[src/tb/program.hex]
// One 32-bit instruction word per line in hex, from word address 0 upward.
20010005 // addi r1, r0, 5
2002FFFD // addi r2, r0, -3
00221820 // add  r3, r1, r2
00612022 // sub  r4, r3, r1
0041282A // slt  r5, r2, r1
00813024 // and  r6, r4, r1
00C23825 // or   r7, r6, r2
AC070008 // sw   r7, 8(r0)
20200007 // addi r0, r1, 7
00000000 // nop
8C080008 // lw   r8, 8(r0)
01004820 // add  r9, r8, r0
0009502A // slt  r10, r0, r9
01415825 // or   r11, r10, r1
016A6020 // add  r12, r11, r10

[src/verilog/cpu_pkg.sv]
`default_nettype none

package cpu_pkg;

    localparam int DWIDTH = 32;
    localparam int IWIDTH = 32;
    localparam int PC_WIDTH = 32;
    localparam int AWIDTH = 5;
    localparam int REG_COUNT = 2 ** AWIDTH;

    localparam int IMEM_DEPTH = 64;
    localparam int DMEM_DEPTH = 64;
    localparam int IMEM_AWIDTH = $clog2(IMEM_DEPTH);
    localparam int DMEM_AWIDTH = $clog2(DMEM_DEPTH);
    localparam IMEM_INIT_FILE = "/design/src/tb/program.hex";

    typedef logic [DWIDTH-1:0] data_t;
    typedef logic [IWIDTH-1:0] instr_t;
    typedef logic [PC_WIDTH-1:0] pc_t;
    typedef logic [AWIDTH-1:0] reg_addr_t;
    typedef logic [5:0] opcode_t;
    typedef logic [5:0] funct_t;

    localparam opcode_t OP_RTYPE = 6'h00;
    localparam opcode_t OP_ADDI = 6'h08;
    localparam opcode_t OP_LW = 6'h23;
    localparam opcode_t OP_SW = 6'h2b;

    localparam funct_t FN_ADD = 6'h20;
    localparam funct_t FN_SUB = 6'h22;
    localparam funct_t FN_AND = 6'h24;
    localparam funct_t FN_OR = 6'h25;
    localparam funct_t FN_SLT = 6'h2a;

    typedef logic [2:0] alu_op_t;
    localparam alu_op_t ALU_ADD = 3'd0;
    localparam alu_op_t ALU_SUB = 3'd1;
    localparam alu_op_t ALU_AND = 3'd2;
    localparam alu_op_t ALU_OR = 3'd3;
    localparam alu_op_t ALU_SLT = 3'd4;

    typedef logic [1:0] fwd_sel_t;
    localparam fwd_sel_t FWD_NONE = 2'd0;
    localparam fwd_sel_t FWD_MEM = 2'd1; // From the execute/memory register.
    localparam fwd_sel_t FWD_WB = 2'd2;

    typedef struct packed {
        logic valid;
        pc_t pc;
        instr_t instr;
    } if_id_t;

    typedef struct packed {
        logic valid;
        logic reg_write;
        logic mem_read;
        logic mem_write;
        logic alu_src;
        alu_op_t alu_op;
        reg_addr_t rs;
        reg_addr_t rt;
        reg_addr_t rd; // Destination after the reg_dst choice.
        data_t data_rs;
        data_t data_rt;
        data_t imm;
    } id_ex_t;

    typedef struct packed {
        logic valid;
        logic reg_write;
        logic mem_read;
        logic mem_write;
        reg_addr_t rd;
        data_t alu_value;
        data_t store_data;
    } ex_mem_t;

    typedef struct packed {
        logic valid;
        reg_addr_t rd;
        data_t data;
    } wb_t;

    function automatic reg_addr_t instr_rs(instr_t instr);
        return instr[25:21];
    endfunction

    function automatic reg_addr_t instr_rt(instr_t instr);
        return instr[20:16];
    endfunction

endpackage

`default_nettype wire

[src/verilog/execute_stage.sv]
`timescale 1ns/1ns
`default_nettype none

module execute_stage
    import cpu_pkg::*;
(
    input  wire     d_clk,
    input  wire     d_rst,
    input  wire     id_ex_t i_id_ex,
    input  wire     fwd_sel_t i_fwd_rs,
    input  wire     fwd_sel_t i_fwd_rt,
    input  wire     wb_t i_wb,
    output ex_mem_t o_ex_mem
);

    data_t op_a;
    data_t op_rt;
    data_t op_b;
    data_t alu_value;
    ex_mem_t ex_mem_next;

    function automatic data_t fwd_pick(fwd_sel_t sel, data_t reg_val, data_t mem_val,
                                       data_t wb_val);
        case (sel)
            FWD_MEM: return mem_val;
            FWD_WB: return wb_val;
            default: return reg_val;
        endcase
    endfunction

    assign op_a = fwd_pick(i_fwd_rs, i_id_ex.data_rs, o_ex_mem.alu_value, i_wb.data);
    assign op_rt = fwd_pick(i_fwd_rt, i_id_ex.data_rt, o_ex_mem.alu_value, i_wb.data);
    assign op_b = i_id_ex.alu_src ? i_id_ex.imm : op_rt;

    always_comb begin
        case (i_id_ex.alu_op)
            ALU_ADD: alu_value = op_a + op_b;
            ALU_SUB: alu_value = op_a - op_b;
            ALU_AND: alu_value = op_a & op_b;
            ALU_OR: alu_value = op_a | op_b;
            ALU_SLT: alu_value = data_t'($signed(op_a) < $signed(op_b)); // Signed.
            default: alu_value = '0;
        endcase
    end

    always_comb begin
        ex_mem_next.valid = i_id_ex.valid;
        ex_mem_next.reg_write = i_id_ex.reg_write;
        ex_mem_next.mem_read = i_id_ex.mem_read;
        ex_mem_next.mem_write = i_id_ex.mem_write;
        ex_mem_next.rd = i_id_ex.rd;
        ex_mem_next.alu_value = alu_value;
        ex_mem_next.store_data = op_rt; // Forwarded rt for sw.
    end

    always_ff @(posedge d_clk or negedge d_rst) begin
        if (!d_rst) begin
            o_ex_mem <= '0;
        end else begin
            o_ex_mem <= ex_mem_next;
        end
    end

endmodule

`default_nettype wire

[config.mk]
export PLATFORM = sky130hd
export DESIGN_NAME = execute_stage
export DESIGN_NICKNAME = d
export VERILOG_FILES = /design/src/verilog/cpu_pkg.sv /design/src/verilog/execute_stage.sv
export SDC_FILE = /design/constraint.sdc
export NUM_CORES = 1
export LEC_CHECK = 0
export BUFFER_PORTS_ARGS = -buffer_cell sky130_fd_sc_hd__buf_2
export CAP_MARGIN = 20
export CORE_ASPECT_RATIO = 1.5
export CORE_UTILIZATION = 28
export CTS_CLUSTER_SIZE = 25
export DETAILED_ROUTE_END_ITERATION = 10
export SYNTH_ARGS = -nofsm -noshare
export SYNTH_HDL_FRONTEND = slang
export SYNTH_SLANG_ARGS = --single-unit
[constraint.sdc]
create_clock -name d_clk -period 8.8 [get_ports d_clk]
set_clock_uncertainty 0.05 [all_clocks]
set_input_delay 1.32 -clock d_clk [delete_from_list [all_inputs] [get_ports d_clk]]
set_output_delay 1.32 -clock d_clk [all_outputs]
set_load 0.1 [all_outputs]
==> results.md <==
- Status: finished, final reports clean
- Final hold vios: 0
- Wirelength, routed: 28.8 mm
- Vias in the first global route: 8362
- Core ar.: approximately 29000 um2
- Initial DRC count: ~600
- Post_cts resized: 0
- Critical Path End Type: flip-flop
- Starting density of the core: 0.285
- Grt total ovfl: 0
- Startpoint Class: input port
- Top reg by flops: o_ex_mem
- DP Wirelength: 22.7 mm
- CTS Buf Count: 9
- Die Wd: 143 um
- Slew Limit Headroom: 0.392
- Yosys top cell area share: 0.218
- CP delay by family, top: compound AO/OA/AOI/OAI gates
- CP arrival: roughly 6.2 ns
- Pins Over Slew Limit: 0
- Post-synth cell types: 70
- Count leader, synth: inv_1
- Period Utilization, post-route: 0.683
- Synth warn: 0
- Synth area leaders: dfrtp_1 22%, ha_1 16%, a21oi_1 6.9%, o21ai_0 6.3%, a22oi_1 6.0%
- Buf+Inv Stages, Crit Path: 2
- Largest registers: o_ex_mem x73
- Cell Area, Synth: 8360 um2
- Post-synth top cells: 127 x inv_1, 116 x a21oi_1, 115 x nand2_1
- Io pins: 236
- Max FO, Critical Path: 18
- Largest net degree at the start of global routing: 89
- # setup viols final: 0
- Fmax: 166 MHz
- EDFF count, synth: 0
- RSZ-0062 raised after global routing: no
- Worst Hold Class: flip-flop to flip-flop
- Finished Layout Cells: 1712
- Mapped Nets: 1423
- Peak supply drop: 0.0918 mV
- Max FFs per register: 73
- Fin util: 0.341
- Share of layout cells above drive strength 1: 0.199
- # nets final: roughly 1.6k
- Lkg Pwr: 4.91 nW
- Max-cap violation count: 0
- Crit Path Class: input port to flip-flop
- Die height: ~210 um
- Worst skew pair latency: between 0.3 and 0.4 ns
- CTS tree: yes
- Pwr Density: between 150 and 200 nW/um2
- Drt first pass iters: 7
- Final ANT Viol Nets: 0
- Crit-path max cell delay: 0.74 ns
- CP max-delay cell: ha_1
- Die area: 30600 um2
- Routed len/inst: around 17 um
- Post-CTS Hold Fix Bufs: 0
- Gr usage total: 0.184
- Remaining DRCs: 0
- Routed vias: 8828
- Setup TNS: 0 ns
- First-pass GRT wire length: roughly 44 mm
- Post-synthesis async set-or-reset flop share: 1.00
- Main synth FF type: dfrtp_1
- Clock buffer depth: 2
- Initial antenna violation count: 1
- Synth Register Bits: 73
- Cell taking the most area after synthesis: dfrtp_1
- Worst-Margin Slew: 0.913 ns
- Final min period: 6.01 ns
- Gp weighted congestion: 0.940
- Via/cell ratio: 5.16
- Setup repair bufs after CTS: 0
- H-tree Lvls: 3
- Std cell rows: between 70 and 80
- Area Overhead vs Synth: 19.9%
- Sequential-to-total area share from yosys stat: 0.218
- Dpl cells: ~1.7k
- Avg Inst Size Synth: approximately 7.3 um2
- Overall power: 1.87 mW
- Post-synthesis cell count: 1148
- Clock Sinks: 73
- PortBufs: between 200 and 250
- Root buf cell: clkbuf_16
- Worst-path clk slew: 0.06 ns
- Crit path required time: 9.02 ns
- Worst path cell trace: buf_2, inv_1, ha_1, a22oi_1, nor2_1, a21oi_1, o21ai_0, ha_1, and3_1, nand2_1, nor2_1, a211o_1, a211o_1, a21o_1, a41oi_1, a211oi_1, or4_1, nand3_1
==> metal layers <==
metal | track usage | share of wire
met5 | 0 | 0
met4 | 0.0912 | 0.037
met3 | 0.0179 | 0.052
met2 | 0.338 | 0.51
met1 | 0.210 | 0.40
==> layout by cell type, fill, tap and decap left out, types with 9 or more instances in the layout <==
cell / n
inv_1: 127
o21bai_1: 15
nand2b_1: 11
buf_4: 12
nor3_1: 17
nand3_1: 13
buf_2: 218
a211oi_1: 34
a22oi_1: 67
nand2_1: 115
xnor2_1: 23
nor2b_1: 9
o21ai_0: 105
nor2_1: 113
dfrtp_1: 73
a21oi_1: 116
clkbuf_16: 9
ha_1: 108
==> cell families (layout without fill, tap and decap cells) <==
group,after synthesis,count (layout),synth area share
AOI/OAI and AO/OA,412,412,0.309
xor gates and xnor gates,27,27,0.0283
buffers and inverters,207,375,0.0992
adders and majority gates,112,112,0.169
muxes,9,9,0.0123
other,0,1,0
DFF,73,73,0.218
and+or+nand+nor,308,308,0.163
==> metrics by stage <==
step | worst slack, ns | instance area (um2) | hold WS, ns
2_1_floorplan | 3.76 | 8360 | 0.974
3_3_place_gp | 2.57 | 9700 | 0.561
3_5_place_dp | 2.50 | 9700 | 0.579
4_1_cts | 2.85 | 10000 | 0.592
5_1_grt | 2.57 | 10000 | 0.651
6_report | 2.79 | 10000 | 0.593
==> worst min-delay path, delay by kind of cell (launching register included) <==
family	cells	cell delay (ns)
compound gates	2	0.12
buf+inv	1	0.05
flops	1	0.36
simple gates	1	0.09
==> area by class of cell <==
cell class | count | area [um2]
Tap cell | 395 | 494
Clock buffer | 11 | 243
Clock inverter | 5 | 86.3
Antenna cell | 1 | 2.50
Sequential cell | 73 | 1830
Multi-Input combinational cell | 868 | 5710
Timing Repair Buffer | 230 | 1180
Inverter | 129 | 484
Fill cell | 3134 | 19400
==> where the power goes <==
group          leakage (nW)  internal, mW  switching, mW  total (mW)
combinational          3.82         0.290          0.763        1.05
sequential            0.921         0.376         0.0254       0.401
clock                 0.161         0.259          0.155       0.414
==> path summary, 6_finish.rpt <==
check / startpoint / endpoint / slack, ns / depth (start not counted)
worst max-delay path: i_fwd_rt[1] / o_ex_mem[63]$_DFF_PN0_ / 2.79 / 18
worst min-delay path: o_ex_mem[54]$_DFF_PN0_ / o_ex_mem[22]$_DFF_PN0_ / 0.59 / 4
worst max register to register: o_ex_mem[42]$_DFF_PN0_ / o_ex_mem[63]$_DFF_PN0_ / 4.39 / 15
worst min register to register: o_ex_mem[54]$_DFF_PN0_ / o_ex_mem[22]$_DFF_PN0_ / 0.59 / 4
max in group asynchronous: d_rst / o_ex_mem[2]$_DFF_PN0_ / 6.91 / 2
min in group asynchronous: d_rst / o_ex_mem[31]$_DFF_PN0_ / 0.75 / 1
Note: power is estimated with default switching activity, not from simulation.
