File: src/tb/program.hex
// One 32-bit instruction word per line in hex, from word address 0 upward.
20010005 // addi r1, r0, 5
2002FFFD // addi r2, r0, -3
00221820 // add  r3, r1, r2
00612022 // sub  r4, r3, r1
0041282A // slt  r5, r2, r1
00813024 // and  r6, r4, r1
00C23825 // or   r7, r6, r2
AC070008 // sw   r7, 8(r0)
20200007 // addi r0, r1, 7
00000000 // nop
8C080008 // lw   r8, 8(r0)
01004820 // add  r9, r8, r0
0009502A // slt  r10, r0, r9
01415825 // or   r11, r10, r1
016A6020 // add  r12, r11, r10

File: src/verilog/cpu_pkg.sv
`default_nettype none

package cpu_pkg;

    localparam int DWIDTH = 32;
    localparam int IWIDTH = 32;
    localparam int PC_WIDTH = 32;
    localparam int AWIDTH = 5;
    localparam int REG_COUNT = 2 ** AWIDTH;

    localparam int IMEM_DEPTH = 64;
    localparam int DMEM_DEPTH = 64;
    localparam int IMEM_AWIDTH = $clog2(IMEM_DEPTH);
    localparam int DMEM_AWIDTH = $clog2(DMEM_DEPTH);
    localparam IMEM_INIT_FILE = "/design/src/tb/program.hex";

    typedef logic [DWIDTH-1:0] data_t;
    typedef logic [IWIDTH-1:0] instr_t;
    typedef logic [PC_WIDTH-1:0] pc_t;
    typedef logic [AWIDTH-1:0] reg_addr_t;
    typedef logic [5:0] opcode_t;
    typedef logic [5:0] funct_t;

    localparam opcode_t OP_RTYPE = 6'h00;
    localparam opcode_t OP_ADDI = 6'h08;
    localparam opcode_t OP_LW = 6'h23;
    localparam opcode_t OP_SW = 6'h2b;

    localparam funct_t FN_ADD = 6'h20;
    localparam funct_t FN_SUB = 6'h22;
    localparam funct_t FN_AND = 6'h24;
    localparam funct_t FN_OR = 6'h25;
    localparam funct_t FN_SLT = 6'h2a;

    typedef logic [2:0] alu_op_t;
    localparam alu_op_t ALU_ADD = 3'd0;
    localparam alu_op_t ALU_SUB = 3'd1;
    localparam alu_op_t ALU_AND = 3'd2;
    localparam alu_op_t ALU_OR = 3'd3;
    localparam alu_op_t ALU_SLT = 3'd4;

    typedef logic [1:0] fwd_sel_t;
    localparam fwd_sel_t FWD_NONE = 2'd0;
    localparam fwd_sel_t FWD_MEM = 2'd1; // From the execute/memory register.
    localparam fwd_sel_t FWD_WB = 2'd2;

    typedef struct packed {
        logic valid;
        pc_t pc;
        instr_t instr;
    } if_id_t;

    typedef struct packed {
        logic valid;
        logic reg_write;
        logic mem_read;
        logic mem_write;
        logic alu_src;
        alu_op_t alu_op;
        reg_addr_t rs;
        reg_addr_t rt;
        reg_addr_t rd; // Destination after the reg_dst choice.
        data_t data_rs;
        data_t data_rt;
        data_t imm;
    } id_ex_t;

    typedef struct packed {
        logic valid;
        logic reg_write;
        logic mem_read;
        logic mem_write;
        reg_addr_t rd;
        data_t alu_value;
        data_t store_data;
    } ex_mem_t;

    typedef struct packed {
        logic valid;
        reg_addr_t rd;
        data_t data;
    } wb_t;

    function automatic reg_addr_t instr_rs(instr_t instr);
        return instr[25:21];
    endfunction

    function automatic reg_addr_t instr_rt(instr_t instr);
        return instr[20:16];
    endfunction

endpackage

`default_nettype wire

File: src/verilog/fetch_stage.sv
`timescale 1ns/1ns
`default_nettype none

module fetch_stage
    import cpu_pkg::*;
(
    input  wire    d_clk,
    input  wire    d_rst,
    input  wire    i_ce,
    input  wire    i_stall,
    output pc_t    o_pc,
    output if_id_t o_if_id
);

    instr_t imem [IMEM_DEPTH];
    logic [IMEM_AWIDTH-1:0] imem_idx;
    instr_t fetched;

    initial begin
        $readmemh(IMEM_INIT_FILE, imem);
    end

    assign imem_idx = o_pc[IMEM_AWIDTH+1:2]; // Byte address to word index.
    assign fetched = imem[imem_idx];

    always_ff @(posedge d_clk or negedge d_rst) begin
        if (!d_rst) begin
            o_pc <= '0;
        end else if (i_ce && !i_stall) begin
            o_pc <= o_pc + pc_t'(4);
        end
    end

    // Stall keeps the word in place so decode sees it again.
    always_ff @(posedge d_clk or negedge d_rst) begin
        if (!d_rst) begin
            o_if_id <= '0;
        end else if (!i_stall) begin
            if (i_ce) begin
                o_if_id.valid <= 1'b1;
                o_if_id.pc <= o_pc;
                o_if_id.instr <= fetched;
            end else begin
                o_if_id.valid <= 1'b0; // Bubble.
            end
        end
    end

endmodule

`default_nettype wire

File: config.mk
export PLATFORM = sky130hd
export DESIGN_NAME = fetch_stage
export DESIGN_NICKNAME = d
export VERILOG_FILES = /design/src/verilog/cpu_pkg.sv /design/src/verilog/fetch_stage.sv
export SDC_FILE = /design/constraint.sdc
export NUM_CORES = 1
export LEC_CHECK = 0
export ABC_CLOCK_PERIOD_IN_PS = 4600
export BUFFER_PORTS_ARGS = -buffer_cell sky130_fd_sc_hd__buf_4
export CAP_MARGIN = 20
export CORE_ASPECT_RATIO = 0.8
export CORE_MARGIN = 4
export CORE_UTILIZATION = 53
export CTS_CLUSTER_DIAMETER = 60
export CTS_CLUSTER_SIZE = 40
export DETAILED_ROUTE_END_ITERATION = 8
export PLACE_DENSITY = 0.89
export RECOVER_POWER = 25
export SLEW_MARGIN = 20
export SYNTH_ARGS = -nofsm -noshare
export SYNTH_HDL_FRONTEND = slang
export SYNTH_SLANG_ARGS = --single-unit
File: constraint.sdc
create_clock -name d_clk -period 4.6 [get_ports d_clk]
set_input_delay 0.69 -clock d_clk [delete_from_list [all_inputs] [get_ports d_clk]]
set_output_delay 0.69 -clock d_clk [all_outputs]
set_load 0.01 [all_outputs]
==> flow_summary_export.csv, run 1 <==
group,metric,value,unit
status,outcome,"complete, no violations",
power_and_ir_drop,p_leak,1.82,nW
logic_synthesis,syn_area,2810,µm²
setup_path,cp_num_buf_inv,0,
route,dr_wl_met2,2800,µm
cells_and_area,drive_gt1_frac,0.243,
power_and_ir_drop,seqPwrFrac,0.511,
clock_tree,post_cts_buffers,0,
setup_path,cp_top_family,"simple AND/OR/NAND/NOR gates",
die,io_pins,101,
route,drt_iter0_markers,122,
route,top_layer,"met4",
cells_and_area,design_area,3350,µm²
logic_synthesis,synth_warnings,0,
clock_tree,cts_sinks,61,
power_and_ir_drop,clock_power_share,0.337,
cells_and_area,finalNonFillerCells,416,
cells_and_area,finalNetCount,354,
route,drt-met1-wl,2460,µm
clock_tree,insertion_delay,340,ps
route,via_per_inst,4.94,
placed_design,place_area,3170,µm²
logic_synthesis,ys_ff_latch,61,
global_routing,grt_max_degree,62,
setup_path,r2r-end,"o_pc[28]",
logic_synthesis,synth_fa_ha_area_frac,0.00445,
setup_path,path_max_fanout,11,
setup_path,path_class,"reg2reg",
route,met3RoutedLength,451,µm
route,drt_pass1_iterations,4,
flow_run,maxCapViolCount,0,
timing,fmax,490,MHz
global_routing,grt_pass1_vias,1948,
timing,tns,0,ps
clock_tree,clockBufferDepth,2,
power_and_ir_drop,combPwrFrac,0.153,
cells_and_area,final_cell_mix,"nand2_1 (103), buf_4 (64), dfrtp_1 (61)",
setup_path,cp.arrival,2260,ps
setup_path,worstPathCellList,"nand4_2 -> nor4_2 -> nand3_1 -> xnor2_1",
timing,final-setup-viol-count,0,
setup_path,critPathSlowestCell,"nor4_2",
clock_tree,cts_tree,"done",
placed_design,place_congestion,0.743,
global_routing,track_usage,0.189,
timing,setup_ws,2560,ps
power_and_ir_drop,p_switching,0.000369,W
logic_synthesis,synth_area_per_cell,9.83,µm²
logic_synthesis,synthSimpleGateAreaFrac,0.244,
logic_synthesis,synth_top_family_by_area,"simple AND/OR/NAND/NOR gates",
route,vias,2056,
cells_and_area,area_delta_synth_final,19.2,%
die,die-area,6540,µm²
cells_and_area,diodes,0,
timing,rsz0062_at_grt,"false",
setup_path,cp.required,4820,ps
route,drt-total-wl,5770,µm
logic_synthesis,ys_seq_area_frac,0.543,
die,core,5060,µm²
setup_path,regToRegStartpoint,"o_pc[13]",
cells_and_area,fill_cells,409,
hold_path,hold_class,"in2async",
die,initial_core_util,0.555,
logic_synthesis,synthDistinctLibCells,26,
timing,finClkSkew,9.12,ps
die,num_rows,23,
route,drc_errors,0,
logic_synthesis,synth_xor_area_frac,0.0904,
placed_design,portBuffers,64,
clock_tree,hold_buffers,0,
die,die_h,73.1,µm
placed_design,dp.cells,400,
logic_synthesis,muxShareOfSynthArea,0,
setup_path,cp-end-kind,"flip-flop",
timing,min_period,2040,ps
route,wl_per_cell,13.9,µm
power_and_ir_drop,sw_frac_of_total,0.292,
setup_path,reg2reg_slack,2560,ps
cells_and_area,mostFrequentLayoutCell,"nand2_1",
timing,period_share,0.444,
power_and_ir_drop,ir_worst_vdd,0.000318,V
placed_design,place_hpwl,4010,µm
clock_tree,cts_buffers,9,
global_routing,antenna_found_initial,0,
clock_tree,cts_root_buf,"clkbuf_8",
setup_path,slowest_delay,830,ps
setup_path,r2r_cells,4,
clock_tree,h-tree-depth,3,
clock_tree,cts-resized-gates,0,
timing,maxSlewViolCount,0,
global_routing,grt_pass1_wl,9260,µm
power_and_ir_drop,p_int,0.000894,W
placed_design,place_ws,2380,ps
global_routing,globalRoute.totalOverflow,0,
logic_synthesis,synthCells,286,
logic_synthesis,synth_compound_area_frac,0,
timing,slew_headroom,0.292,
die,die_w,89.4,µm
clock_tree,clk_pin_slew,70,ps
setup_path,cp-start-kind,"flip-flop",
power_and_ir_drop,power.density,377,nW/µm²
timing,hold_viol_final,0,
route,antenna_left,0,
timing,worstMarginPinSlew,1060,ps
-- power by group through the flow --
stage | logic [W] | registers, W | clock network (W)
finish | 0.000193 | 0.000645 | 0.000426
detailed placement | 0.000196 | 0.000653 | 0
global route | 0.000218 | 0.000653 | 0.000460
floorplan | 0.0000959 | 0.000663 | 0
CTS | 0.000196 | 0.000645 | 0.000436
global placement | 0.000189 | 0.000650 | 0
-- layer usage --
metal	up-vias	track usage
met4	0	0.0545
met5	-	0
met1	996	0.232
li1	973	-
met3	6	0.0813
met2	81	0.305
-- registers in the layout (all words and copies together) (netlist names) --
name and count:
o_pc 30, o_if_id 31
-- final cells by class --
class                      instances  area, µm²  share of cell area
multi-input combinational        213       1090               0.325
timing repair buffer              64        480               0.143
tap                               62       77.6              0.0232
clock buffer                      12        155              0.0463
clock inverter                     4       22.5             0.00672
sequential                        61       1530               0.456
-- worst reg2reg max path, delay by kind of cell, from the launching register on --
kind / cells / cell delay (ps)
flip-flops: 1 / 490
XOR/XNOR: 1 / 190
AND/OR/NAND/NOR: 3 / 1240
-- synth_stat cells --
cell	number	area, µm²
nand4_1	11	68.8
and3_1	2	12.5
and4b_1	1	10.0
nand2_1	103	387
dfrtp_1	61	1530
xnor2_1	24	210
ha_1	1	12.5
and4_1	3	26.3
nand2b_4	1	13.8
clkbuf_1	7	26.3
nand3_1	12	60.1
nor2_2	1	6.26
or4_4	1	11.3
nor4_2	1	12.5
nor4b_1	1	8.76
buf_4	38	285
and2b_1	1	7.51
nor3_2	1	10.0
conb_1	1	3.75
clkbuf_2	1	5.00
and2_1	1	6.26
nand4_2	2	25.0
xor2_1	5	43.8
nor2_1	4	15.0
nor3_1	1	5.00
buf_6	1	11.3
-- cells by family after synthesis --
logic type,Yosys count
AND/OR/NAND/NOR,147
flip-flops,61
buffers and inverters,47
XOR/XNOR,29
adder cells (fa/ha/maj),1
other,1
-- how the worst max path moves through the flow --
stage | slack [ps] | from | depth (start not counted) | to
6_report | 2560 | o_pc[13] | 4 | o_pc[28]
5_1_grt | 2390 | o_pc[13] | 4 | o_pc[23]
4_1_cts | 2560 | o_pc[13] | 4 | o_pc[28]
3_5_place_dp | 2380 | i_stall | 5 | o_pc[18]
3_3_place_gp | 2480 | i_stall | 5 | o_pc[19]
2_1_floorplan | 2760 | i_stall | 5 | o_pc[19]
-- metrics by stage --
stage / total power, W / hold WS, ps / utilization
after floorplan: 0.000759 / 394 / -
after global placement: 0.000839 / 463 / 0.626
after detailed placement: 0.000849 / 464 / 0.626
after CTS: 0.00128 / 425 / 0.661
after global routing: 0.00133 / 464 / 0.661
final: 0.00126 / 401 / 0.661
Note: power is estimated with default switching activity, not from simulation.
==> run 2: changes to the inputs <==
--- a/config.mk
+++ b/config.mk
@@ -5,16 +5,16 @@
 export SDC_FILE = /design/constraint.sdc
 export NUM_CORES = 1
 export LEC_CHECK = 0
-export ABC_CLOCK_PERIOD_IN_PS = 4600
+export ABC_CLOCK_PERIOD_IN_PS = 1970
 export BUFFER_PORTS_ARGS = -buffer_cell sky130_fd_sc_hd__buf_4
 export CAP_MARGIN = 20
 export CORE_ASPECT_RATIO = 0.8
 export CORE_MARGIN = 4
-export CORE_UTILIZATION = 53
+export CORE_UTILIZATION = 49
 export CTS_CLUSTER_DIAMETER = 60
 export CTS_CLUSTER_SIZE = 40
 export DETAILED_ROUTE_END_ITERATION = 8
-export PLACE_DENSITY = 0.89
+export PLACE_DENSITY = 0.83
 export RECOVER_POWER = 25
 export SLEW_MARGIN = 20
 export SYNTH_ARGS = -nofsm -noshare
==> constraint.sdc (replaced) <==
create_clock -name d_clk -period 1.97 [get_ports d_clk]
set_input_delay 0.2955 -clock d_clk [delete_from_list [all_inputs] [get_ports d_clk]]
set_output_delay 0.2955 -clock d_clk [all_outputs]
set_load 0.01 [all_outputs]
==> flow_summary_export.csv, run 2 (synthesis results as in run 1) <==
group,metric,value,unit
status,outcome,"complete, no violations",
cells_and_area,drive_gt1_frac,0.249,
cells_and_area,multi_input_area,1090,µm²
clock_tree,cts_sinks,61,
setup_path,path_max_fanout,5,
die,die_h,75.7,µm
cells_and_area,regMostFlops,"o_if_id",
power_and_ir_drop,power.density,861,nW/µm²
power_and_ir_drop,seqPwrFrac,0.515,
global_routing,grt_use_met3,0.0849,
global_routing,globalRoute.totalOverflow,0,
timing,slew_headroom,0.0254,
timing,hold_viol_final,0,
route,drt-total-wl,6030,µm
route,antenna_left,0,
placed_design,place_congestion,0.783,
global_routing,met1_usage,0.224,
placed_design,portBuffers,64,
die,num_rows,24,
die,core,5500,µm²
clock_tree,cts_tree,"done",
clock_tree,hold_buffers,0,
global_routing,top_usage_layer,"met2",
global_routing,grt_pass1_vias,1865,
flow_run,maxCapViolCount,0,
die,initial_core_util,0.511,
global_routing,use_met2,0.269,
setup_path,cp-start-kind,"flip-flop",
die,io_pins,101,
power_and_ir_drop,totalPowerFinal,0.00292,W
die,die_w,92.7,µm
cells_and_area,area_delta_synth_final,20.7,%
power_and_ir_drop,ir_worst_vdd,0.000583,V
global_routing,grt_pass1_wl,9410,µm
global_routing,grt_max_degree,62,
route,drc_errors,0,
power_and_ir_drop,sw_frac_of_total,0.287,
cells_and_area,finalNetCount,359,
timing,finClkSkew,5.44,ps
clock_tree,cts-resized-gates,0,
setup_path,cp.arrival,1940,ps
cells_and_area,diodes,0,
global_routing,track_usage,0.177,
cells_and_area,reg_top3,"o_if_id: 31 flops, o_pc: 30 flops",
route,drt_iter0_markers,176,
route,drt_pass1_iterations,4,
timing,min_period,1720,ps
setup_path,reg2reg_slack,250,ps
clock_tree,cts_root_buf,"clkbuf_8",
cells_and_area,final_cell_mix,"nand2_1 (103), buf_4 (68), dfrtp_1 (61)",
power_and_ir_drop,clock_power_share,0.327,
power_and_ir_drop,combPwrFrac,0.158,
clock_tree,clk_pin_slew,60,ps
power_and_ir_drop,p_leak,1.84,nW
timing,hold_slack,194,ps
power_and_ir_drop,p_switching,0.000838,W
placed_design,place_area,3230,µm²
clock_tree,cts_buffers,9,
global_routing,antenna_found_initial,0,
route,vias,2049,
cells_and_area,mostFrequentLayoutCell,"nand2_1",
route,via_per_inst,4.71,
timing,final-setup-viol-count,0,
power_and_ir_drop,p_int,0.00208,W
die,die-area,7020,µm²
timing,period_share,0.875,
timing,fmax,580,MHz
clock_tree,h-tree-depth,3,
cells_and_area,ff_latch_area,1530,µm²
cells_and_area,design_area,3390,µm²
timing,rsz0062_at_grt,"false",
setup_path,cp.required,2190,ps
setup_path,path_class,"reg2reg",
timing,worstMarginPinSlew,1460,ps
hold_path,hold_class,"in2reg",
placed_design,place_hpwl,4200,µm
route,wl_per_cell,13.9,µm
cells_and_area,largest_register_ff_count,31,
clock_tree,post_cts_buffers,0,
timing,tns,0,ps
timing,maxSlewViolCount,0,
clock_tree,insertion_delay,340,ps
cells_and_area,fill_cells,482,
clock_tree,clockBufferDepth,2,
setup_path,cp-end-kind,"flip-flop",
==> run 2: path summary, 6_finish.rpt <==
kind                                    end  cells after the start         from
worst max-delay path               o_pc[18]                      5      o_pc[2]
worst min-delay path            o_if_id[64]                      3      i_stall
worst max register to register     o_pc[18]                      5      o_pc[2]
worst min register to register  o_if_id[56]                      2  o_if_id[56]
max in group asynchronous       o_if_id[63]                      1        d_rst
min in group asynchronous       o_if_id[51]                      1        d_rst
==> run 2: routing by layer <==
layer,up-vias,part of all wire
met1,983,0.44
met5,-,0
met2,75,0.47
li1,980,-
met3,11,0.081
met4,0,0.012
==> run 2: layout make-up <==
class / count / share of cell area
timing repair buffer: 69 / 0.152
clock buffer: 12 / 0.0457
tap: 78 / 0.0288
clock inverter: 2 / 0.00295
multi-input combinational: 213 / 0.321
sequential: 61 / 0.450
==> run 2: metrics by stage <==
| stage | util | setup slack (ps) | cells |
|---|---|---|---|
| floorplan | - | 293 | 321 |
| global placement | 0.588 | 392 | 421 |
| detailed placement | 0.588 | 276 | 421 |
| CTS | 0.618 | 250 | 435 |
| global route | 0.617 | 74.7 | 435 |
| finish | 0.617 | 246 | 435 |
==> run 2: worst max-delay path, stage by stage, from the launching register on <==
cell	delay, ps
dfrtp_1	430
ha_1	200
and4b_1	220
nor4b_1	450
nand3_1	160
xnor2_1	150
==> run 2: power by group through the flow <==
stage	Combinational [W]	Clock [W]	Sequential (W)
after global placement	0.000463	0	0.00151
after detailed placement	0.000469	0	0.00152
after global routing	0.000511	0.00102	0.00152
after floorplan	0.000224	0	0.00155
final	0.000462	0.000956	0.00150
after CTS	0.000469	0.000979	0.00150
