[config.mk]
export PLATFORM = sky130hd
export DESIGN_NAME = hazard_unit
export DESIGN_NICKNAME = d
export VERILOG_FILES = /design/src/verilog/cpu_pkg.sv /design/src/verilog/hazard_unit.sv
export SDC_FILE = /design/constraint.sdc
export NUM_CORES = 1
export LEC_CHECK = 0
export ABC_AREA = 1
export BUFFER_PORTS_ARGS = -buffer_cell sky130_fd_sc_hd__buf_2
export CORE_AREA = 3 3 116 118
export DETAILED_ROUTE_END_ITERATION = 10
export DIE_AREA = 0 0 119 121
export PLACE_DENSITY = 0.37
export SETUP_SLACK_MARGIN = 0.05
export SYNTH_ARGS = -nofsm -noshare
export SYNTH_HDL_FRONTEND = slang
export SYNTH_SLANG_ARGS = --single-unit
[constraint.sdc]
create_clock -name vclk -period 0.8
set_input_delay 0.08 -clock vclk [all_inputs]
set_output_delay 0.08 -clock vclk [all_outputs]
set_load 0.05 [all_outputs]
[src/tb/program.hex]
// One 32-bit instruction word per line in hex, from word address 0 upward.
20010005 // addi r1, r0, 5
2002FFFD // addi r2, r0, -3
00221820 // add  r3, r1, r2
00612022 // sub  r4, r3, r1
0041282A // slt  r5, r2, r1
00813024 // and  r6, r4, r1
00C23825 // or   r7, r6, r2
AC070008 // sw   r7, 8(r0)
20200007 // addi r0, r1, 7
00000000 // nop
8C080008 // lw   r8, 8(r0)
01004820 // add  r9, r8, r0
0009502A // slt  r10, r0, r9
01415825 // or   r11, r10, r1
016A6020 // add  r12, r11, r10

[src/verilog/cpu_pkg.sv]
`default_nettype none

package cpu_pkg;

    localparam int DWIDTH = 32;
    localparam int IWIDTH = 32;
    localparam int PC_WIDTH = 32;
    localparam int AWIDTH = 5;
    localparam int REG_COUNT = 2 ** AWIDTH;

    localparam int IMEM_DEPTH = 64;
    localparam int DMEM_DEPTH = 64;
    localparam int IMEM_AWIDTH = $clog2(IMEM_DEPTH);
    localparam int DMEM_AWIDTH = $clog2(DMEM_DEPTH);
    localparam IMEM_INIT_FILE = "/design/src/tb/program.hex";

    typedef logic [DWIDTH-1:0] data_t;
    typedef logic [IWIDTH-1:0] instr_t;
    typedef logic [PC_WIDTH-1:0] pc_t;
    typedef logic [AWIDTH-1:0] reg_addr_t;
    typedef logic [5:0] opcode_t;
    typedef logic [5:0] funct_t;

    localparam opcode_t OP_RTYPE = 6'h00;
    localparam opcode_t OP_ADDI = 6'h08;
    localparam opcode_t OP_LW = 6'h23;
    localparam opcode_t OP_SW = 6'h2b;

    localparam funct_t FN_ADD = 6'h20;
    localparam funct_t FN_SUB = 6'h22;
    localparam funct_t FN_AND = 6'h24;
    localparam funct_t FN_OR = 6'h25;
    localparam funct_t FN_SLT = 6'h2a;

    typedef logic [2:0] alu_op_t;
    localparam alu_op_t ALU_ADD = 3'd0;
    localparam alu_op_t ALU_SUB = 3'd1;
    localparam alu_op_t ALU_AND = 3'd2;
    localparam alu_op_t ALU_OR = 3'd3;
    localparam alu_op_t ALU_SLT = 3'd4;

    typedef logic [1:0] fwd_sel_t;
    localparam fwd_sel_t FWD_NONE = 2'd0;
    localparam fwd_sel_t FWD_MEM = 2'd1; // From the execute/memory register.
    localparam fwd_sel_t FWD_WB = 2'd2;

    typedef struct packed {
        logic valid;
        pc_t pc;
        instr_t instr;
    } if_id_t;

    typedef struct packed {
        logic valid;
        logic reg_write;
        logic mem_read;
        logic mem_write;
        logic alu_src;
        alu_op_t alu_op;
        reg_addr_t rs;
        reg_addr_t rt;
        reg_addr_t rd; // Destination after the reg_dst choice.
        data_t data_rs;
        data_t data_rt;
        data_t imm;
    } id_ex_t;

    typedef struct packed {
        logic valid;
        logic reg_write;
        logic mem_read;
        logic mem_write;
        reg_addr_t rd;
        data_t alu_value;
        data_t store_data;
    } ex_mem_t;

    typedef struct packed {
        logic valid;
        reg_addr_t rd;
        data_t data;
    } wb_t;

    function automatic reg_addr_t instr_rs(instr_t instr);
        return instr[25:21];
    endfunction

    function automatic reg_addr_t instr_rt(instr_t instr);
        return instr[20:16];
    endfunction

endpackage

`default_nettype wire

[src/verilog/hazard_unit.sv]
`timescale 1ns/1ns
`default_nettype none

module hazard_unit
    import cpu_pkg::*;
(
    input  wire      if_id_t i_if_id,
    input  wire      id_ex_t i_id_ex,
    input  wire      ex_mem_t i_ex_mem,
    input  wire      wb_t i_wb,
    output logic     o_stall,
    output fwd_sel_t o_fwd_rs,
    output fwd_sel_t o_fwd_rt
);

    reg_addr_t dec_rs;
    reg_addr_t dec_rt;
    logic load_pending;

    function automatic fwd_sel_t fwd_select(reg_addr_t src, ex_mem_t ex_mem, wb_t wb);
        if (ex_mem.valid && ex_mem.reg_write && ex_mem.rd != '0 && ex_mem.rd == src) begin
            return FWD_MEM; // Youngest result wins.
        end
        if (wb.valid && wb.rd != '0 && wb.rd == src) begin
            return FWD_WB;
        end
        return FWD_NONE;
    endfunction

    assign dec_rs = instr_rs(i_if_id.instr);
    assign dec_rt = instr_rt(i_if_id.instr);

    // Load data only exists after the memory stage.
    assign load_pending = i_id_ex.valid && i_id_ex.mem_read && i_id_ex.rd != '0;
    assign o_stall = load_pending && i_if_id.valid
                     && (i_id_ex.rd == dec_rs || i_id_ex.rd == dec_rt);

    assign o_fwd_rs = fwd_select(i_id_ex.rs, i_ex_mem, i_wb);
    assign o_fwd_rt = fwd_select(i_id_ex.rt, i_ex_mem, i_wb);

endmodule

`default_nettype wire

==> impl_metrics.env, run 1 <==
export IMPL_io_pins=300
export IMPL_ant_nets=0
export IMPL_power_leakage_nw=0.695
export IMPL_setup_violations_final=5
export IMPL_grt_pass1_wl_um=4650
export IMPL_seq_area_um2=0
export IMPL_hpwl_um=2740
export IMPL_status="finished, violations left"
export IMPL_min_period_ns=1.04
export IMPL_syn_nets=422
export IMPL_via_per_inst=2.59
export IMPL_layout_setup_ws_ns=-0.235
export IMPL_grt_busiest_layer="met1"
export IMPL_synth_top_area_share_pct=35.8
export IMPL_grt_max_degree=5
export IMPL_hold_viol=0
export IMPL_fin_util_pct=11.5
export IMPL_nClkBuffers=0
export IMPL_worstSetupPathType="input pin to output pin"
export IMPL_globalRouteOverflowTotal=0
export IMPL_max_freq_ghz=0.966
export IMPL_final_cells=353
export IMPL_area_growth_synth_to_final_pct=161
export IMPL_p_total_mw=0.636
export IMPL_cts_setup_buffers=0
export IMPL_die_w_um=119
export IMPL_rows=41
export IMPL_grt_usage_pct=3.96
export IMPL_maxSlewViolCount=0
export IMPL_wl_per_cell_um=8.53
export IMPL_synth_top_area_cell="nand2_1"
export IMPL_place_gp_congestion=0.765
export IMPL_multi_input_area_um2=649
export IMPL_netlist_instances=127
export IMPL_antenna_cells_inserted=0
export IMPL_coreArea_um2=12600
export IMPL_die_area_um2=14400
export IMPL_die_h_um=121
export IMPL_port_buffers=46
export IMPL_nFillCells=1463
export IMPL_crit_required_ns=0.72
export IMPL_ys_warn_count=0
export IMPL_path_max_fanout=4
export IMPL_grt_pass1_vias=904
export IMPL_flops_and_latches=0
export IMPL_use_met1_pct=6.36
export IMPL_initial_utilization_pct=4.42
export IMPL_drive_gt1_share_pct=57.5
export IMPL_power_density_nw_per_um2=438
export IMPL_seq_area_frac_synth_pct=0
export IMPL_dr_pass1_iters=4
export IMPL_slew_headroom_pct=84.4
export IMPL_worstMarginPinSlew_ns=0.233
export IMPL_drt_initial_drc_count=9
export IMPL_synth_cell_types=10
export IMPL_dr_total_vias=916
export IMPL_critPathLaunchType="input pin"
export IMPL_rsz0062_at_grt="yes"
export IMPL_grt_util_met3_pct=0.513
export IMPL_drt_wl_total_um=3010
export IMPL_timing_hold_ws_ns=0.558
export IMPL_synthesis_area_um2=556
export IMPL_dpl_cell_count=353
export IMPL_violations="setup timing"
export IMPL_period_share_pct=129
export IMPL_synth_area_per_cell_um2=4.37
export IMPL_cap_violations=0
export IMPL_met2_usage_pct=5.86
export IMPL_drc=0
export IMPL_arrival_ns=0.96
export IMPL_hold_class="input pin to output pin"
export IMPL_antenna_found_initial=0
export IMPL_nets=478
export IMPL_vdd_drop_max_mv=0.103
export IMPL_synth_area_leaders="nand2_1, inv_1, nor2_1"
export IMPL_endpoint_kind="output pin"
export IMPL_hold_depth=4
==> cell families (layout without fill, tap and decap cells) <==
kind of cell              Yosys count  after routing  synth area share [%]
xor gates and xnor gates           11             11                  17.3
buffers and inverters              26             80                  17.6
AOI/OAI and AO/OA                   1              1                 0.900
and+or+nand+nor                    89             89                  64.2
==> power by group <==
| part | switching (mW) | total [mW] | internal [mW] | leakage (nW) |
|---|---|---|---|---|
| Combinational | 0.325 | 0.636 | 0.310 | 0.695 |
| Sequential | 0 | 0 | 0 | 0 |
| Clock | 0 | 0 | 0 | 0 |
==> layout by cell type, fill, tap and decap left out <==
cell type / instances
buf_6: 12
inv_8: 4
nand3_2: 5
buf_12: 1
clkbuf_4: 1
a21oi_4: 1
nand3b_1: 1
nor2_2: 4
nand2_2: 13
buf_8: 7
buf_4: 8
nor2_1: 12
xor2_1: 5
inv_2: 6
nand2_4: 4
inv_1: 14
inv_4: 2
nand3_1: 2
nor2_4: 8
xnor2_1: 3
nand4_1: 4
nand2_1: 36
buf_2: 25
xnor2_2: 3
==> synthesized netlist by cell type <==
library cell	count
nand2_1	53
a21oi_1	1
nand3_1	7
xnor2_1	6
nand4_1	4
nor2_1	24
xor2_1	5
inv_2	2
nand3b_1	1
inv_1	24
==> critical path: stages <==
cell,delay [ns]
buf_8,0.09
buf_12,0.10
inv_8,0.03
nand2_4,0.06
nand2_4,0.05
nor2_4,0.10
nand3_2,0.11
nor2_4,0.15
nor2_4,0.04
buf_8,0.14
==> path summary, 6_finish.rpt <==
path | from | end | slack, ns
setup / recovery | i_ex_mem[66] | o_fwd_rs[1] | -0.24
hold / removal | i_if_id[64] | o_stall | 0.56
==> what timing repair did <==
action | 4_1_cts | 5_1_grt
gates resized for setup | 43 | 41
cloned | 0 | 0
endpoints found under the setup margin | 5 | 5
pin swaps | 20 | 23
hold endpoints to repair | 0 | 0
hold buffers | 0 | 0
==> through the flow <==
stage | TNS, ns | cell area [µm²] | setup slack [ns]
after detailed placement | -2.05 | 1160 | -0.476
after floorplan | -0.279 | 647 | -0.119
after global placement | -1.99 | 1160 | -0.444
after CTS | -1.17 | 1320 | -0.281
final | -1.06 | 1450 | -0.235
after global routing | -1.30 | 1450 | -0.288
==> layout make-up <==
type,count,share of cell area (%)
Inverter,26,9.15
Timing Repair Buffer,54,31.2
Tap cell,172,14.8
Multi-Input combinational cell,101,44.8
==> layer usage <==
layer / routed length (µm) / up-vias / share of wire, %
met5: 0 / - / 0
met4: 0 / 0 / 0
met3: 137 / 0 / 4.6
met2: 1300 / 22 / 43
met1: 1580 / 408 / 52
li1: - / 486 / -
Note: power is estimated with default switching activity, not from simulation.
==> run 2, diff against run 1 <==
--- a/config.mk
+++ b/config.mk
@@ -7,10 +7,10 @@
 export LEC_CHECK = 0
 export ABC_AREA = 1
 export BUFFER_PORTS_ARGS = -buffer_cell sky130_fd_sc_hd__buf_2
-export CORE_AREA = 3 3 116 118
+export CORE_AREA = 3 3 115 117
 export DETAILED_ROUTE_END_ITERATION = 10
-export DIE_AREA = 0 0 119 121
-export PLACE_DENSITY = 0.37
+export DIE_AREA = 0 0 118 120
+export PLACE_DENSITY = 0.39
 export SETUP_SLACK_MARGIN = 0.05
 export SYNTH_ARGS = -nofsm -noshare
 export SYNTH_HDL_FRONTEND = slang
==> constraint.sdc (replaced) <==
create_clock -name vclk -period 0.85
set_input_delay 0.085 -clock vclk [all_inputs]
set_output_delay 0.085 -clock vclk [all_outputs]
set_load 0.05 [all_outputs]
==> run 2 against run 1 <==
  * The run still ends with setup timing left
  * Die area decreased by 1.7%
  * First-iteration DRC count grew to 3.3 times the previous value
  * Routed wire length is 20% lower
  * Count of clock-buffer cells in the layout stayed put
  * Highest routed layer unchanged
==> impl_metrics.env, run 2 (synthesis gave the netlist of run 1 again) <==
export IMPL_seq_area_um2=0
export IMPL_whs_endpoint="o_stall"
export IMPL_globalRouteOverflowTotal=0
export IMPL_grt_pass1_vias=902
export IMPL_crit_required_ns=0.76
export IMPL_worstSetupPathType="input pin to output pin"
export IMPL_wl_per_cell_um=6.91
export IMPL_initial_utilization_pct=4.46
export IMPL_layout_commonest_cell="nand2_1"
export IMPL_ant_nets=0
export IMPL_rows=41
export IMPL_top_layer="met3"
export IMPL_layout_setup_ws_ns=-0.126
export IMPL_path_max_fanout=4
export IMPL_die_h_um=120
export IMPL_worstMarginPinSlew_ns=0.241
export IMPL_via_per_inst=2.51
export IMPL_grt_usage_pct=3.26
export IMPL_critPathLaunchType="input pin"
export IMPL_coreArea_um2=12500
export IMPL_layout_common_cells="nand2_1, buf_2, buf_6, inv_1, nand2_2"
export IMPL_drt_wl_total_um=2410
export IMPL_dr_pass1_iters=4
export IMPL_period_share_pct=115
export IMPL_crit_top_cell="nor2_4"
export IMPL_grt_max_degree=5
export IMPL_hold_depth=4
export IMPL_hold_class="input pin to output pin"
export IMPL_place_gp_congestion=0.697
export IMPL_die_w_um=118
export IMPL_max_freq_ghz=1.02
export IMPL_final_cells=348
export IMPL_timing_hold_ws_ns=0.569
export IMPL_dr_total_vias=875
export IMPL_drive_gt1_share_pct=56.3
export IMPL_hold_start="i_if_id[64]"
export IMPL_nClkBuffers=0
export IMPL_cap_violations=0
export IMPL_slowest_delay_ns=0.15
export IMPL_slew_headroom_pct=83.9
export IMPL_cp_cell_sequence="buf_4 -> nor2_1 -> nand4_1 -> nand3_2 -> nor2_4 -> nor2_4 -> buf_8"
export IMPL_grt_pass1_wl_um=3900
export IMPL_setup_violations_final=5
export IMPL_hpwl_um=2120
export IMPL_flops_and_latches=0
export IMPL_power_density_nw_per_um2=394
export IMPL_die_area_um2=14200
export IMPL_cp_slowest_cell="nand3_2"
export IMPL_min_period_ns=0.976
export IMPL_vdd_drop_max_mv=0.116
export IMPL_tns_ns=-0.553
export IMPL_drt_initial_drc_count=30
export IMPL_io_pins=300
export IMPL_area_growth_synth_to_final_pct=148
export IMPL_dpl_cell_count=348
export IMPL_rsz0062_at_grt="yes"
export IMPL_nets=473
export IMPL_drc=0
export IMPL_port_buffers=46
export IMPL_antenna_cells_inserted=0
export IMPL_power_leakage_nw=0.640
export IMPL_wl_met3_um=298
export IMPL_hold_viol=0
export IMPL_endpoint_kind="output pin"
export IMPL_violations="setup timing"
export IMPL_met2WireLength_um=1210
export IMPL_maxSlewViolCount=0
export IMPL_wl_met1_um=893
export IMPL_status="finished, violations left"
export IMPL_arrival_ns=0.89
export IMPL_cts_hold_repair_buffers=0
export IMPL_antenna_found_initial=0
run 2: cell count changes in the layout (fill, tap and decap cells not counted), sizes merged:
cell and delta:
clkbuf -1, clkinv +2, inv -2, buf -4
run 2: worst max-delay path, delay by kind of cell:
kind	cells	cell delay (ns)
simple gates	5	0.53
buf+inv	2	0.27
run 2: routing by layer:
layer / track usage (%) / vias to the layer above
li1: - / 475
met1: 3.34 / 362
met2: 6.54 / 38
met3: 1.32 / 0
met4: 0 / 0
met5: 0 / -
run 2: cell type report:
cell class                      instances  area, µm²
Tap cell                              172        215
Timing Repair Buffer                   49        428
Inverter                               26        115
Multi-Input combinational cell        101        617
Fill cell                            1475      11100
run 2: timing repair:
item	CTS	global route
setup endpoints to repair	5	5
pin swaps	27	38
cloned	0	0
setup buffers	0	0
gates resized for setup	49	48
run 2: metrics by stage:
step	area [µm²]	power (mW)	util (%)	setup slack, ns
floorplan	602	0.196	-	-0.0891
global placement	1070	0.385	8.58	-0.356
detailed placement	1070	0.386	8.58	-0.345
CTS	1230	0.466	9.88	-0.170
global route	1380	0.606	11.0	-0.183
finish	1380	0.542	11.0	-0.126
run 2: worst max-delay path by stage:
stage                       startpoint     endpoint  slack, ns  cells after the start
after global placement        i_wb[33]  o_fwd_rs[1]      -0.36                      9
after CTS                 i_ex_mem[65]  o_fwd_rt[1]      -0.17                      9
final                     i_ex_mem[66]  o_fwd_rt[1]      -0.13                      7
after detailed placement      i_wb[33]  o_fwd_rs[1]      -0.34                      9
after global routing      i_ex_mem[64]  o_fwd_rs[1]      -0.18                      9
after floorplan           i_id_ex[101]  o_fwd_rt[1]      -0.09                      7
run 2: power by group:
part / leakage [nW] / switching, mW / internal (mW)
clock network: 0 / 0 / 0
logic: 0.640 / 0.271 / 0.271
registers: 0 / 0 / 0
==> run 3, diff against run 2 <==
==> constraint.sdc (replaced) <==
create_clock -name vclk -period 0.85
set_input_delay 0.0425 -clock vclk [all_inputs]
set_output_delay 0.0425 -clock vclk [all_outputs]
set_load 0.05 [all_outputs]
==> run 3 against run 2 <==
  * The flow still finishes with violations (setup timing)
  * Final cell count is 0.29% higher
  * Total power is 18% higher
  * Highest routed layer unchanged
  * Non-clock buffer count is 1 higher
  * Via count is 2.2% higher
  * Routed wire length is 34% higher
  * Critical endpoint unchanged
  * Setup slack better by 0.033 ns
==> impl_metrics.env, run 3 (synthesis gave the netlist of run 1 again) <==
export IMPL_path_max_fanout=4
export IMPL_nets=474
export IMPL_coreArea_um2=12500
export IMPL_dr_pass1_iters=4
export IMPL_max_freq_ghz=1.06
export IMPL_antenna_cells_inserted=0
export IMPL_cap_violations=0
export IMPL_maxSlewViolCount=0
export IMPL_period_share_pct=111
export IMPL_final_area_um2=1520
export IMPL_drt_initial_drc_count=35
export IMPL_grt_pass1_wl_um=4860
export IMPL_hold_start="i_if_id[64]"
export IMPL_vdd_drop_max_mv=0.156
export IMPL_worstSetupPathType="input pin to output pin"
export IMPL_drc=0
export IMPL_flops_and_latches=0
export IMPL_drive_gt1_share_pct=64.4
export IMPL_timing_hold_ws_ns=0.489
export IMPL_nClkBuffers=0
export IMPL_grt_pass1_vias=893
export IMPL_layout_commonest_cell="nand2_1"
export IMPL_grt_max_degree=5
export IMPL_slew_headroom_pct=85.0
export IMPL_seq_area_um2=0
export IMPL_power_leakage_nw=0.685
export IMPL_hold_class="input pin to output pin"
export IMPL_ant_nets=0
export IMPL_cp_startpoint="i_ex_mem[66]"
export IMPL_layout_setup_ws_ns=-0.0936
export IMPL_globalRouteOverflowTotal=0
export IMPL_die_w_um=118
export IMPL_area_growth_synth_to_final_pct=173
export IMPL_die_h_um=120
export IMPL_place_gp_congestion=0.800
export IMPL_power_density_nw_per_um2=420
export IMPL_setup_violations_final=5
export IMPL_hpwl_um=2880
export IMPL_status="finished, violations left"
export IMPL_tns_ns=-0.234
export IMPL_endpoint="o_fwd_rt[1]"
export IMPL_die_area_um2=14200
export IMPL_crit_required_ns=0.81
export IMPL_min_period_ns=0.944
export IMPL_fin_util_pct=12.2
export IMPL_initial_utilization_pct=4.46
export IMPL_antenna_found_initial=0
export IMPL_cts_hold_repair_buffers=0
export IMPL_endpoint_kind="output pin"
export IMPL_wl_per_cell_um=9.23
export IMPL_layout_common_cells="nand2_1, buf_6, nand2_2, buf_2"
export IMPL_arrival_ns=0.90
export IMPL_drt_wl_total_um=3220
export IMPL_cts_setup_buffers=0
export IMPL_port_buffers=46
export IMPL_rows=41
export IMPL_worstMarginPinSlew_ns=0.224
export IMPL_violations="setup timing"
export IMPL_hold_viol=0
export IMPL_dr_total_vias=894
export IMPL_io_pins=300
export IMPL_grt_usage_pct=4.38
export IMPL_post_dp_cell_area_um2=1070
export IMPL_rsz0062_at_grt="yes"
export IMPL_via_per_inst=2.56
export IMPL_critPathLaunchType="input pin"
export IMPL_dp_slack_ns=-0.301
run 3: metal layers:
layer	wire length, µm	vias up	track usage [%]
met3	204	0	0.189
met1	1880	378	7.88
met4	0	0	0
met2	1140	41	5.75
li1	-	475	-
met5	0	-	0
run 3: worst min path at each step:
| stage | to | slack (ns) | cells past startpoint |
|---|---|---|---|
| final | o_stall | 0.49 | 4 |
| after global routing | o_stall | 0.51 | 4 |
| after CTS | o_stall | 0.49 | 4 |
| after detailed placement | o_stall | 0.55 | 4 |
| after global placement | o_stall | 0.55 | 4 |
| after floorplan | o_stall | 0.28 | 2 |
run 3: worst max-delay path, cell delays in order:
cell and delay (ns):
buf_8 0.11, nor2_4 0.08, nand4_1 0.17, nand3_4 0.16
nor2_4 0.07, nor2_4 0.11, buf_6 0.16
run 3: through the flow:
step                      cells  power, mW
after floorplan             127      0.195
after global placement      349      0.409
after detailed placement    349      0.407
after CTS                   349      0.527
after global routing        349      0.699
final                       349      0.638
run 3: power by group:
group | switching, mW | internal, mW
Clock | 0 | 0
Sequential | 0 | 0
Combinational | 0.315 | 0.323
run 3: cell type report:
class / instances / area (µm²)
fill: 1446 / 10900
tap: 172 / 215
timing repair buffer: 50 / 495
multi-input combinational: 101 / 698
inverter: 26 / 110
run 3: what timing repair did:
item	CTS	global route
pin swaps	28	36
hold endpoints to repair	0	0
setup endpoints to repair	5	5
resized for setup	70	59
